$ cat config.mk
export PLATFORM = sky130hd
export DESIGN_NAME = dma_top
export DESIGN_NICKNAME = d
export VERILOG_FILES = /design/src/dma_bus_pkg.sv /design/src/dma_cmd_pkg.sv /design/src/dma_top.sv /design/src/dma_engine.sv /design/src/dma_write_port.sv /design/src/dma_read_port.sv /design/src/dma_csr.sv /design/src/dma_cmd_queue.sv
export VERILOG_INCLUDE_DIRS = /design/src /design/src/src
export SDC_FILE = /design/constraint.sdc
export NUM_CORES = 2
export LEC_CHECK = 0
export BUFFER_PORTS_ARGS = -buffer_cell sky130_fd_sc_hd__buf_4
export CAP_MARGIN = 20
export CORE_ASPECT_RATIO = 1.75
export CORE_UTILIZATION = 55
export CTS_CLUSTER_SIZE = 30
export DETAILED_ROUTE_END_ITERATION = 10
export PLACE_DENSITY = 0.79
export SYNTH_ARGS = -nofsm -noshare
export SYNTH_HDL_FRONTEND = slang
export SYNTH_SLANG_ARGS = --single-unit
$ cat constraint.sdc
create_clock -name i_clock -period 17.1 [get_ports i_clock]
set_clock_uncertainty 0.05 [all_clocks]
set_input_delay 3.42 -clock i_clock [delete_from_list [all_inputs] [get_ports i_clock]]
set_output_delay 3.42 -clock i_clock [all_outputs]
set_load 0.01 [all_outputs]
$ cat src/dma_params.svh
`ifndef DMA_PARAMS_SVH
`define DMA_PARAMS_SVH

// Bus widths, one 32-bit word
`define DMA_ADDR_W 32
`define DMA_DATA_W 32

// Command queue entries
`define DMA_QUEUE_DEPTH 8

`define DMA_WORD_STRIDE 4 // Byte step per word

`endif
$ cat src/dma_bus_pkg.sv
`include "dma_params.svh"

package dma_bus_pkg;

	localparam int STRB_W = `DMA_DATA_W / 8;

	// AW and AR channels
	typedef struct packed {
		logic valid;
		logic [`DMA_ADDR_W-1:0] addr;
	} axil_addr_t;

	typedef struct packed {
		logic valid;
		logic [`DMA_DATA_W-1:0] data;
		logic [STRB_W-1:0] strb;
	} axil_wdata_t;

	typedef struct packed {
		logic valid;
		logic [`DMA_DATA_W-1:0] data;
		logic [1:0] resp;
	} axil_rdata_t;

	typedef struct packed {
		logic valid;
		logic [1:0] resp;
	} axil_bresp_t;

endpackage

$ cat src/dma_cmd_pkg.sv
`include "dma_params.svh"

package dma_cmd_pkg;

	typedef enum logic [1:0] {
		OP_NONE = 2'd0,
		OP_FILL = 2'd1,
		OP_COPY = 2'd2,
		OP_FEED = 2'd3
	} dma_op_t;

	// Fill value for fill, source address for copy and feed
	typedef union packed {
		logic [`DMA_DATA_W-1:0] fill_value;
		logic [`DMA_ADDR_W-1:0] src_addr;
	} dma_operand_u;

	typedef struct packed {
		dma_op_t op;
		dma_operand_u operand;
		logic [`DMA_ADDR_W-1:0] dst_addr;
		logic [`DMA_DATA_W-1:0] count;
		logic [`DMA_DATA_W-1:0] tag;
	} dma_cmd_t;

	typedef struct packed {
		logic valid; // One cycle pulse
		logic [`DMA_DATA_W-1:0] tag;
	} dma_retire_t;

endpackage

$ cat src/dma_top.sv
`timescale 1ns/1ps
`include "dma_params.svh"

module dma_top (
	input  logic                     i_clock,
	input  logic                     i_arst_n,
	// CPU register port
	input  dma_bus_pkg::axil_addr_t  i_s_aw,
	output logic                     o_s_awready,
	input  dma_bus_pkg::axil_wdata_t i_s_w,
	output logic                     o_s_wready,
	output dma_bus_pkg::axil_bresp_t o_s_b,
	input  logic                     i_s_bready,
	input  dma_bus_pkg::axil_addr_t  i_s_ar,
	output logic                     o_s_arready,
	output dma_bus_pkg::axil_rdata_t o_s_r,
	input  logic                     i_s_rready,
	// Memory port
	output dma_bus_pkg::axil_addr_t  o_m_aw,
	input  logic                     i_m_awready,
	output dma_bus_pkg::axil_wdata_t o_m_w,
	input  logic                     i_m_wready,
	input  dma_bus_pkg::axil_bresp_t i_m_b,
	output logic                     o_m_bready,
	output dma_bus_pkg::axil_addr_t  o_m_ar,
	input  logic                     i_m_arready,
	input  dma_bus_pkg::axil_rdata_t i_m_r,
	output logic                     o_m_rready
);
	dma_cmd_pkg::dma_cmd_t push_cmd;
	dma_cmd_pkg::dma_cmd_t head;
	dma_cmd_pkg::dma_retire_t retire;
	logic push, pop, empty, full, engine_busy;
	logic rd_req_valid, rd_req_ready, rd_done;
	logic wr_req_valid, wr_req_ready, wr_done;
	logic [`DMA_ADDR_W-1:0] rd_req_addr;
	logic [`DMA_ADDR_W-1:0] wr_req_addr;
	logic [`DMA_DATA_W-1:0] rd_data;
	logic [`DMA_DATA_W-1:0] wr_req_data;

	dma_csr i_csr (
		.i_clock, .i_arst_n,
		.i_aw(i_s_aw), .o_awready(o_s_awready), .i_w(i_s_w), .o_wready(o_s_wready),
		.o_b(o_s_b), .i_bready(i_s_bready), .i_ar(i_s_ar), .o_arready(o_s_arready),
		.o_r(o_s_r), .i_rready(i_s_rready),
		.o_push(push), .o_push_cmd(push_cmd), .i_full(full), .i_empty(empty),
		.i_retire(retire), .i_engine_busy(engine_busy)
	);

	dma_cmd_queue #(.DEPTH(`DMA_QUEUE_DEPTH)) i_queue (
		.i_clock, .i_arst_n,
		.i_push(push), .i_push_cmd(push_cmd), .i_pop(pop), .o_head(head),
		.o_empty(empty), .o_full(full)
	);

	dma_engine i_engine (
		.i_clock, .i_arst_n,
		.i_empty(empty), .o_pop(pop), .i_head(head),
		.o_rd_req_valid(rd_req_valid), .i_rd_req_ready(rd_req_ready),
		.o_rd_req_addr(rd_req_addr), .i_rd_done(rd_done), .i_rd_data(rd_data),
		.o_wr_req_valid(wr_req_valid), .i_wr_req_ready(wr_req_ready),
		.o_wr_req_addr(wr_req_addr), .o_wr_req_data(wr_req_data), .i_wr_done(wr_done),
		.o_retire(retire), .o_busy(engine_busy)
	);

	dma_read_port i_read_port (
		.i_clock, .i_arst_n,
		.i_req_valid(rd_req_valid), .o_req_ready(rd_req_ready), .i_req_addr(rd_req_addr),
		.o_done(rd_done), .o_data(rd_data),
		.o_ar(o_m_ar), .i_arready(i_m_arready), .i_r(i_m_r), .o_rready(o_m_rready)
	);

	dma_write_port i_write_port (
		.i_clock, .i_arst_n,
		.i_req_valid(wr_req_valid), .o_req_ready(wr_req_ready), .i_req_addr(wr_req_addr),
		.i_req_data(wr_req_data), .o_done(wr_done),
		.o_aw(o_m_aw), .i_awready(i_m_awready), .o_w(o_m_w), .i_wready(i_m_wready),
		.i_b(i_m_b), .o_bready(o_m_bready)
	);

endmodule

$ cat src/dma_engine.sv
`timescale 1ns/1ps
`include "dma_params.svh"

module dma_engine (
	input  logic                     i_clock,
	input  logic                     i_arst_n,
	input  logic                     i_empty,
	output logic                     o_pop,
	input  dma_cmd_pkg::dma_cmd_t    i_head,
	output logic                     o_rd_req_valid,
	input  logic                     i_rd_req_ready,
	output logic [`DMA_ADDR_W-1:0]   o_rd_req_addr,
	input  logic                     i_rd_done,
	input  logic [`DMA_DATA_W-1:0]   i_rd_data,
	output logic                     o_wr_req_valid,
	input  logic                     i_wr_req_ready,
	output logic [`DMA_ADDR_W-1:0]   o_wr_req_addr,
	output logic [`DMA_DATA_W-1:0]   o_wr_req_data,
	input  logic                     i_wr_done,
	output dma_cmd_pkg::dma_retire_t o_retire,
	output logic                     o_busy
);
	typedef enum logic [2:0] {
		ST_IDLE,
		ST_READ,
		ST_READ_WAIT,
		ST_WRITE,
		ST_WRITE_WAIT,
		ST_RETIRE
	} state_t;

	state_t state;
	dma_cmd_pkg::dma_cmd_t cmd; // Active command, fields advance per word
	logic retire_valid;
	logic [`DMA_DATA_W-1:0] retire_tag;
	logic is_fill;

	assign is_fill = (cmd.op == dma_cmd_pkg::OP_FILL);
	assign o_pop = (state == ST_IDLE) && !i_empty;
	assign o_rd_req_valid = (state == ST_READ);
	assign o_rd_req_addr = cmd.operand.src_addr;
	assign o_wr_req_valid = (state == ST_WRITE);
	assign o_wr_req_addr = cmd.dst_addr;
	// Read data stays in the read port until the next read
	assign o_wr_req_data = is_fill ? cmd.operand.fill_value : i_rd_data;
	assign o_busy = (state != ST_IDLE) || retire_valid;

	always_comb begin
		o_retire.valid = retire_valid;
		o_retire.tag = retire_tag;
	end

	always_ff @(posedge i_clock) begin
		if (o_pop)
			cmd <= i_head;
		if (state == ST_READ_WAIT && i_rd_done)
			cmd.operand.src_addr <= cmd.operand.src_addr + `DMA_WORD_STRIDE;
		if (state == ST_WRITE_WAIT && i_wr_done) begin
			cmd.count <= cmd.count - 1'b1;
			if (cmd.op != dma_cmd_pkg::OP_FEED)
				cmd.dst_addr <= cmd.dst_addr + `DMA_WORD_STRIDE; // Feed keeps one address
		end
		if ((state == ST_WRITE_WAIT && i_wr_done && cmd.count == 'd1) || state == ST_RETIRE)
			retire_tag <= cmd.tag;
	end

	always_ff @(posedge i_clock or negedge i_arst_n) begin
		if (!i_arst_n) begin
			state <= ST_IDLE;
			retire_valid <= 1'b0;
		end else begin
			retire_valid <= 1'b0;
			unique case (state)
				ST_IDLE: begin
					if (o_pop) begin
						if (i_head.op == dma_cmd_pkg::OP_NONE || i_head.count == '0)
							state <= ST_RETIRE; // No bus traffic
						else if (i_head.op == dma_cmd_pkg::OP_FILL)
							state <= ST_WRITE;
						else
							state <= ST_READ;
					end
				end
				ST_READ: if (i_rd_req_ready) state <= ST_READ_WAIT;
				ST_READ_WAIT: if (i_rd_done) state <= ST_WRITE;
				ST_WRITE: if (i_wr_req_ready) state <= ST_WRITE_WAIT;
				ST_WRITE_WAIT: begin
					if (i_wr_done) begin
						if (cmd.count == 'd1) begin
							retire_valid <= 1'b1;
							state <= ST_IDLE;
						end else
							state <= is_fill ? ST_WRITE : ST_READ;
					end
				end
				ST_RETIRE: begin
					retire_valid <= 1'b1;
					state <= ST_IDLE;
				end
				default: state <= ST_IDLE;
			endcase
		end
	end

endmodule

$ cat src/dma_write_port.sv
`timescale 1ns/1ps
`include "dma_params.svh"

module dma_write_port (
	input  logic                     i_clock,
	input  logic                     i_arst_n,
	input  logic                     i_req_valid,
	output logic                     o_req_ready,
	input  logic [`DMA_ADDR_W-1:0]   i_req_addr,
	input  logic [`DMA_DATA_W-1:0]   i_req_data,
	output logic                     o_done,
	output dma_bus_pkg::axil_addr_t  o_aw,
	input  logic                     i_awready,
	output dma_bus_pkg::axil_wdata_t o_w,
	input  logic                     i_wready,
	input  dma_bus_pkg::axil_bresp_t i_b,
	output logic                     o_bready
);
	logic active;
	logic aw_pend;
	logic w_pend;
	logic [`DMA_ADDR_W-1:0] addr;
	logic [`DMA_DATA_W-1:0] data;

	assign o_req_ready = !active;
	assign o_bready = active && !aw_pend && !w_pend; // Both channels through

	always_comb begin
		o_aw.valid = aw_pend;
		o_aw.addr = addr;
		o_w.valid = w_pend;
		o_w.data = data;
		o_w.strb = '1;
	end

	always_ff @(posedge i_clock) begin
		if (i_req_valid && o_req_ready) begin
			addr <= i_req_addr;
			data <= i_req_data;
		end
	end

	always_ff @(posedge i_clock or negedge i_arst_n) begin
		if (!i_arst_n) begin
			active <= 1'b0;
			aw_pend <= 1'b0;
			w_pend <= 1'b0;
			o_done <= 1'b0;
		end else begin
			o_done <= 1'b0;
			if (i_req_valid && o_req_ready) begin
				active <= 1'b1;
				aw_pend <= 1'b1;
				w_pend <= 1'b1;
			end
			// AW and W may be taken in either order
			if (aw_pend && i_awready)
				aw_pend <= 1'b0;
			if (w_pend && i_wready)
				w_pend <= 1'b0;
			if (o_bready && i_b.valid) begin
				active <= 1'b0;
				o_done <= 1'b1;
			end
		end
	end

endmodule

$ cat src/dma_read_port.sv
`timescale 1ns/1ps
`include "dma_params.svh"

module dma_read_port (
	input  logic                     i_clock,
	input  logic                     i_arst_n,
	input  logic                     i_req_valid,
	output logic                     o_req_ready,
	input  logic [`DMA_ADDR_W-1:0]   i_req_addr,
	output logic                     o_done,
	output logic [`DMA_DATA_W-1:0]   o_data,
	output dma_bus_pkg::axil_addr_t  o_ar,
	input  logic                     i_arready,
	input  dma_bus_pkg::axil_rdata_t i_r,
	output logic                     o_rready
);
	typedef enum logic [1:0] {
		ST_IDLE,
		ST_ADDR,
		ST_WAIT
	} state_t;

	state_t state;
	logic [`DMA_ADDR_W-1:0] addr;

	assign o_req_ready = (state == ST_IDLE);
	assign o_rready = (state == ST_WAIT);

	always_comb begin
		o_ar.valid = (state == ST_ADDR);
		o_ar.addr = addr;
	end

	always_ff @(posedge i_clock) begin
		if (i_req_valid && o_req_ready)
			addr <= i_req_addr;
		if (o_rready && i_r.valid)
			o_data <= i_r.data; // Response code ignored
	end

	always_ff @(posedge i_clock or negedge i_arst_n) begin
		if (!i_arst_n) begin
			state <= ST_IDLE;
			o_done <= 1'b0;
		end else begin
			o_done <= 1'b0;
			unique case (state)
				ST_IDLE: if (i_req_valid) state <= ST_ADDR;
				ST_ADDR: if (i_arready) state <= ST_WAIT;
				ST_WAIT: begin
					if (i_r.valid) begin
						o_done <= 1'b1;
						state <= ST_IDLE;
					end
				end
				default: state <= ST_IDLE;
			endcase
		end
	end

endmodule

$ cat src/dma_csr.sv
`timescale 1ns/1ps
`include "dma_params.svh"

module dma_csr (
	input  logic                     i_clock,
	input  logic                     i_arst_n,
	input  dma_bus_pkg::axil_addr_t  i_aw,
	output logic                     o_awready,
	input  dma_bus_pkg::axil_wdata_t i_w,
	output logic                     o_wready,
	output dma_bus_pkg::axil_bresp_t o_b,
	input  logic                     i_bready,
	input  dma_bus_pkg::axil_addr_t  i_ar,
	output logic                     o_arready,
	output dma_bus_pkg::axil_rdata_t o_r,
	input  logic                     i_rready,
	output logic                     o_push,
	output dma_cmd_pkg::dma_cmd_t    o_push_cmd,
	input  logic                     i_full,
	input  logic                     i_empty,
	input  dma_cmd_pkg::dma_retire_t i_retire,
	input  logic                     i_engine_busy
);
	dma_cmd_pkg::dma_cmd_t staged;
	logic [`DMA_DATA_W-1:0] queued_cnt;
	logic [`DMA_DATA_W-1:0] retired_tag;
	logic wr_accept;
	logic rd_accept;
	logic wr_is_push;
	logic busy;

	assign wr_accept = o_awready && i_aw.valid && i_w.valid;
	assign rd_accept = o_arready && i_ar.valid;
	assign wr_is_push = (i_aw.addr[3:2] == 2'd3);
	assign busy = i_engine_busy || !i_empty;
	assign o_push_cmd = staged;

	// Staged command fields
	always_ff @(posedge i_clock) begin
		if (wr_accept) begin
			unique case (i_aw.addr[3:2])
				2'd0: staged.operand <= i_w.data;
				2'd1: staged.dst_addr <= i_w.data;
				2'd2: staged.count <= i_w.data;
				2'd3: begin
					staged.op <= dma_cmd_pkg::dma_op_t'(i_w.data[1:0]);
					staged.tag <= queued_cnt + 1'b1;
				end
			endcase
		end
	end

	always_ff @(posedge i_clock or negedge i_arst_n) begin
		if (!i_arst_n) begin
			o_awready <= 1'b0;
			o_wready <= 1'b0;
			o_b <= '0;
			o_push <= 1'b0;
			queued_cnt <= '0;
		end else begin
			o_push <= 1'b0;
			o_awready <= 1'b0;
			o_wready <= 1'b0;
			// Hold off a push until the queue has room
			if (i_aw.valid && i_w.valid && !o_awready && !o_b.valid && !o_push &&
					!(wr_is_push && i_full)) begin
				o_awready <= 1'b1;
				o_wready <= 1'b1;
			end
			if (wr_accept) begin
				o_b.valid <= 1'b1;
				o_b.resp <= 2'b00;
				if (wr_is_push) begin
					o_push <= 1'b1;
					queued_cnt <= queued_cnt + 1'b1;
				end
			end else if (o_b.valid && i_bready)
				o_b.valid <= 1'b0;
		end
	end

	always_ff @(posedge i_clock or negedge i_arst_n) begin
		if (!i_arst_n) begin
			o_arready <= 1'b0;
			o_r <= '0;
			retired_tag <= '0;
		end else begin
			if (i_retire.valid)
				retired_tag <= i_retire.tag;
			o_arready <= i_ar.valid && !o_arready && !o_r.valid;
			if (rd_accept) begin
				o_r.valid <= 1'b1;
				o_r.resp <= 2'b00;
				unique case (i_ar.addr[3:2])
					2'd0: o_r.data <= queued_cnt;
					2'd1: o_r.data <= retired_tag;
					2'd2: o_r.data <= staged.count;
					2'd3: o_r.data <= {`DMA_DATA_W{busy}}; // All ones while busy
				endcase
			end else if (o_r.valid && i_rready)
				o_r.valid <= 1'b0;
		end
	end

endmodule

$ cat src/dma_cmd_queue.sv
`timescale 1ns/1ps

module dma_cmd_queue #(
	parameter int DEPTH = 8
) (
	input  logic                  i_clock,
	input  logic                  i_arst_n,
	input  logic                  i_push,
	input  dma_cmd_pkg::dma_cmd_t i_push_cmd,
	input  logic                  i_pop,
	output dma_cmd_pkg::dma_cmd_t o_head,
	output logic                  o_empty,
	output logic                  o_full
);
	localparam int PTR_W = (DEPTH > 1) ? $clog2(DEPTH) : 1;
	localparam int CNT_W = $clog2(DEPTH + 1);

	dma_cmd_pkg::dma_cmd_t mem [DEPTH];
	logic [PTR_W-1:0] wr_ptr;
	logic [PTR_W-1:0] rd_ptr;
	logic [CNT_W-1:0] used;
	logic do_push;
	logic do_pop;

	assign do_push = i_push && !o_full;
	assign do_pop = i_pop && !o_empty;

	assign o_empty = (used == '0);
	assign o_full = (used == CNT_W'(DEPTH));
	assign o_head = mem[rd_ptr]; // Head visible without a pop

	always_ff @(posedge i_clock) begin
		if (do_push)
			mem[wr_ptr] <= i_push_cmd;
	end

	always_ff @(posedge i_clock or negedge i_arst_n) begin
		if (!i_arst_n) begin
			wr_ptr <= '0;
			rd_ptr <= '0;
			used <= '0;
		end else begin
			if (do_push)
				wr_ptr <= (wr_ptr == PTR_W'(DEPTH - 1)) ? '0 : wr_ptr + 1'b1;
			if (do_pop)
				rd_ptr <= (rd_ptr == PTR_W'(DEPTH - 1)) ? '0 : rd_ptr + 1'b1;
			if (do_push && !do_pop)
				used <= used + 1'b1;
			else if (do_pop && !do_push)
				used <= used - 1'b1;
		end
	end

endmodule

# After elaboration in Yosys (flattened, before gate mapping)
# Memories as Yosys holds them, arrays and structs flattened.
# Index checks and enable logic that the tools add are counted.
# totals
register_bits	542
mem_bits_rw	1040
output_inout_bits	146
wordCells	182
n_memories	1
# memory_table
name	words	width	read_ports	rd_clocked_by_memory_dff	wr	line	rtl
i_queue.mem	8	130	1	0	1	dma_cmd_queue.sv:18	dma_cmd_pkg::dma_cmd_t mem [DEPTH];
# classes
n_addsub	8
n_eq_ne	28
n_mux	43
reduce_logical	68
# op_table
operator	n
two-way mux 128 bit	1
case mux 32 bit (4 select lines)	1
two-way mux 32 bit	3
adder 32 x 3 -> 32 bit, second input constant	2
two-way mux 64 bit	1
adder 32 x 1 -> 32 bit, second input constant	1
equality test 32 x 1 -> 1 bit, second input constant	1
zero test 32 bit	1
subtractor 32 x 1 -> 32 bit, second input constant	1
logical AND 1 bit	29
two-way mux 3 bit	9
two-way mux 1 bit	18
nonzero test 2 bit	8
case mux 3 bit (5 select lines)	1
zero test 1 bit	13
equality test 3 bit, second input constant	4
equality test 2 x 1 -> 1 bit, second input constant	5
equality test 2 bit, second input constant	5
two-way mux 2 bit	5
inequality test 2 bit, second input constant	5
zero test 2 bit	4
two-way mux 4 bit	2
inequality test 2 x 1 -> 1 bit, second input constant	4
AND reduction 2 bit	4
14 further kinds	19

# Depth between registers and ports, before layout
# depth
word_depth	7
depth_mapped	14
depth_no_buf	12

# By module
# A second synthesis with hierarchy kept.
# unflattened
hier_cells	3218
hier_area_um2	62346.0
# modules_own_cells
module	n_inst	cells_per_inst	area_each_um2	seq_area_each_um2
dma_cmd_queue	1	1569	39940.8	31480.2
dma_csr	1	652	9349.0	6431.2
dma_engine	1	835	8843.5	4664.5
dma_write_port	1	85	2142.1	2021.9
dma_read_port	1	77	2070.7	1996.9

# Worst setup path after synthesis
# OpenSTA, ideal clock, no wires.
# synth_path
kind	register -> register
start	register i_queue.used[0]
end	memory i_queue.mem[0][0] (netlist bit) (enable)
setup_ps	937
t_arrival_ps	12981
required_ps	16113
slack_ps	3132
stages_incl_launch_ff	5
synth_period_minus_slack_ps	13968
cell_sequence	dfrtp_1 -> nor3_1 -> nand2_1 -> nand2_1 -> nor4_1
# synth_between
elab_chain_cells	5
# synth_rtl
item	line	rtl
from (decl)	dma_cmd_queue.sv:21	logic [CNT_W-1:0] used;
from (signal assigned)	dma_cmd_queue.sv:48	used <= used + 1'b1;
from (signal assigned)	dma_cmd_queue.sv:50	used <= used - 1'b1;
equality test 4 bit	dma_cmd_queue.sv:29	assign o_full = (used == CNT_W'(DEPTH));
zero test 1 bit	dma_cmd_queue.sv:25	assign do_push = i_push && !o_full;
logical AND 1 bit	dma_cmd_queue.sv:25	
two-way mux 1 bit	dma_cmd_queue.sv:33	if (do_push)
two-way mux 1 bit (not written as such)	dma_cmd_queue.sv:34	mem[wr_ptr] <= i_push_cmd;
to (decl)	dma_cmd_queue.sv:18	
# No other way between the ends.

# Worst setup path in the final report
# layout_path
start	register i_write_port.active
end	output port o_m_bready
# layout_between
elab_chain_cells	2
# layout_rtl
item	line	rtl
from (decl)	dma_write_port.sv:19	logic active;
from (signal assigned)	dma_write_port.sv:45	active <= 1'b0;
from (signal assigned)	dma_write_port.sv:52	active <= 1'b1;
from (signal assigned)	dma_write_port.sv:62	active <= 1'b0;
logical AND 1 bit (2 in series)	dma_write_port.sv:26	assign o_bready = active && !aw_pend && !w_pend;
to (decl)	dma_top.sv:24	output logic o_m_bready,
# No other way between the ends.

==> qor.yml <==
outcome: "finished, final reports clean"
cts_root_buffer_type: "sky130_fd_sc_hd__clkbuf_16"
cts_buffers: 136
synth-warning-count: 0
port_buffers: 217
synth.cell_area_um2: 60500
syn_avg_cell_area_um2: 19.1
area_fraction_of_the_dominant_cell_type_after_synthesis: 0.710
power.density_cell_area_nw_per_um2: 150
grt_first_pass_wirelength_mm: 198
yosys-top-cells-area: "sky130_fd_sc_hd__edfxtp_1, sky130_fd_sc_hd__mux4_2, sky130_fd_sc_hd__dfrtp_1"
final_net_count: 3572
syn2layout_area_growth_pct: 12.9
critPathCaptureType: "output pin"
totalWireLength_mm: 135
worst-endpoint-required_ns: 13.63
cts_tree: "built"
critPathMaxFanout: 4
post_synth_and_or_nand_nor_area_fraction: 0.0446
initial_antenna_violation_count: 7
maxCapViolCount: 0
initial_core_utilization: 0.555
post_synth_inst_count: 3161
hold_path.class: "flop to flop"
yosys-top-cells-count: "sky130_fd_sc_hd__edfxtp_1, sky130_fd_sc_hd__mux4_2, sky130_fd_sc_hd__nand2_1, sky130_fd_sc_hd__dfrtp_1, sky130_fd_sc_hd__o22ai_1"
design.portCount: 294
regToRegStartpoint: "i_queue.rd_ptr[0]$_DFFE_PN0P_"
clock_latency_ns: 0.77
via_to_cell_ratio: 6.11
setup_total_negative_slack_ns: 0
worstSetupStartpointType: "flop"
route.antenna.remaining_nets: 0
dominantRegCellSynth: "sky130_fd_sc_hd__edfxtp_1"
period_share: 0.317
synth_enable_flop_cells: 1430
r2r_slack_ns: 12.64
cts_hold_buffers: 0
post_route_cells_drive_above_1_share: 0.236
avgRoutedWirePerCell_um: 27.1
tightest_slew_ns: 1.06
critical_path_arrival_ns: 1.94
timing.fmax_mhz: 185
period_needed_ns: 5.41
ys_seq_elements: 1582
post_synthesis_share_of_cell_area_spent_on_full_adders_half_adders_and_majority_gates: 0.00281
number_of_global_route_vias_before_repair: 31300
clock_transition_time_at_the_flip_flop_clock_pins_of_the_worst_setup_and_hold_paths_ns: 0.07
rsz0062_at_grt: "no"
synthArstFlopShare: 0.0771
routed-via-count: 30500
slew_headroom: 0.296
total_number_of_clock_tree_sinks: 1582
cts_buffer_depth: 3
critical_path.reg2reg.endpoint: "i_engine.state[1]$_DFFE_PN0P_"
cellLeakagePower_nw: 22.9
totalPowerFinal_w: 0.0102
post_cts_resized: 0
post_synth_mux_area_share: 0.121
synth_compound_area_frac: 0.0287
fp.dieW_um: 253
worst-r2r-cell-count: 7
holdPathStages: 0
global_route.usage.total: 0.246
ir_worst_vdd_mv: 0.121
postCtsSetupRepairBufs: 0
worst_setup_path_class: "flop to output pin"
largest_family_of_logic_cells_by_synthesized_area: "multiplexers"
drt_pre_antenna_iters: 5
dpl.hpwl_mm: 77.6
timing.critical_path.to: "o_m_bready"
placeableCoreArea_um2: 109000
yosysSeqAreaShare: 0.771
drt_first_iter_violations: 2832
grt_start_max_net_pins: 108
rows: 160
synth_xor_xnor_area_share: 0.0180
drc_errors: 0
fillCellCount: 7280
setup_viol_count_final: 0
die_h_um: 441
fp.dieArea_um2: 111000
post_synth_num_cell_types: 60
htree_num_levels: 4
launch_point_of_the_critical_path: "i_write_port.active$_DFFE_PN0P_"
timing_hold_violations_final: 0
place.gp.congestion: 0.855
timing.final.max_slew_violations: 0
synthDominantAreaCellType: "sky130_fd_sc_hd__edfxtp_1"
grt_overflow: 0
post-synth-top-count-cell: "sky130_fd_sc_hd__edfxtp_1"
layout make-up:
class / count / area, um^2 / share of cell area
Antenna cell: 4 / 10.0 / 0.000147
Clock buffer: 189 / 3820 / 0.0559
Clock inverter: 61 / 689 / 0.0101
Inverter: 18 / 71.3 / 0.00105
Multi-Input combinational cell: 1405 / 13200 / 0.193
Sequential cell: 1582 / 46600 / 0.683
Tap cell: 1458 / 1820 / 0.0267
Timing Repair Buffer: 268 / 2070 / 0.0303
placed cells by master (no fill, tap or decap), types with 42 or more instances in the layout:
cell                        count
sky130_fd_sc_hd__edfxtp_1    1430
sky130_fd_sc_hd__buf_4        263
sky130_fd_sc_hd__mux4_2       244
sky130_fd_sc_hd__nand2_1      221
sky130_fd_sc_hd__clkbuf_16    140
sky130_fd_sc_hd__dfrtp_1      119
sky130_fd_sc_hd__o22ai_1      117
sky130_fd_sc_hd__mux2i_1       96
sky130_fd_sc_hd__nor2_1        87
sky130_fd_sc_hd__mux2_2        78
sky130_fd_sc_hd__a21oi_1       75
sky130_fd_sc_hd__xor2_1        64
sky130_fd_sc_hd__xnor2_1       60
sky130_fd_sc_hd__nor2b_1       42
critical path, cell delays in order, from the launching register on:
cell and delay (ns):
sky130_fd_sc_hd__dfrtp_1 0.44, sky130_fd_sc_hd__nor3b_1 0.53, sky130_fd_sc_hd__buf_4 0.22
state kept, by name, summed over array words and instances (netlist names), 3 cells and up:
register,cells
i_engine.o_wr_req_addr,32
i_read_port.o_data,32
i_queue.mem,1040
i_queue.used,4
i_engine.o_rd_req_addr,32
i_csr.o_r,33
i_engine.cmd,66
i_write_port.data,32
i_engine.retire_tag,32
i_csr.retired_tag,32
i_queue.rd_ptr,3
i_read_port.addr,32
i_csr.o_push_cmd,130
i_engine.state,3
i_csr.queued_cnt,32
i_write_port.addr,32
i_queue.wr_ptr,3
cell families (layout without fill, tap and decap cells):
group | Yosys count | after routing
flip-flops | 1582 | 1582
adder cells (fa/ha/maj) | 13 | 13
buffers and inverters | 180 | 536
AO/OA/AOI/OAI | 286 | 286
XOR/XNOR | 124 | 124
other | 2 | 12
multiplexers | 418 | 418
AND/OR/NAND/NOR | 556 | 556
worst min-delay path by stage:
stage	slack, ns	startpoint	to
2_1_floorplan	0.35	i_engine.cmd[0]$_DFFE_PN_	i_engine.retire_tag[0]$_DFFE_PP_
3_3_place_gp	0.35	i_engine.cmd[15]$_DFFE_PN_	i_engine.retire_tag[15]$_DFFE_PP_
3_5_place_dp	0.36	i_engine.cmd[10]$_DFFE_PN_	i_engine.retire_tag[10]$_DFFE_PP_
4_1_cts	0.37	i_engine.cmd[5]$_DFFE_PN_	i_engine.retire_tag[5]$_DFFE_PP_
5_1_grt	0.37	i_engine.cmd[5]$_DFFE_PN_	i_engine.retire_tag[5]$_DFFE_PP_
6_report	0.37	i_engine.cmd[21]$_DFFE_PN_	i_engine.retire_tag[21]$_DFFE_PP_
per-layer routing:
layer / vias to the layer above / GRT usage / part of all wire
li1: 13000 / - / -
met1: 15600 / 0.292 / 0.35
met2: 1464 / 0.430 / 0.52
met3: 312 / 0.0427 / 0.077
met4: 8 / 0.129 / 0.053
met5: - / 0 / 0.00035
stage by stage:
stage / util / hold slack (ns) / setup slack (ns) / area [um^2] / std cells
2_1_floorplan: - / 0.350 / 3.13 / 60500 / 3167
3_3_place_gp: 0.585 / 0.351 / 11.27 / 63700 / 4731
3_5_place_dp: 0.585 / 0.356 / 11.26 / 63700 / 4731
4_1_cts: 0.627 / 0.372 / 11.46 / 68200 / 4981
5_1_grt: 0.627 / 0.375 / 11.49 / 68200 / 4983
6_report: 0.627 / 0.369 / 11.69 / 68200 / 4985
where the power goes:
group | switching (W) | total (W) | internal, W
registers | 0.000312 | 0.00494 | 0.00463
clock network | 0.00138 | 0.00310 | 0.00172
logic | 0.00118 | 0.00218 | 0.00100
Note: power is estimated with default switching activity, not from simulation.
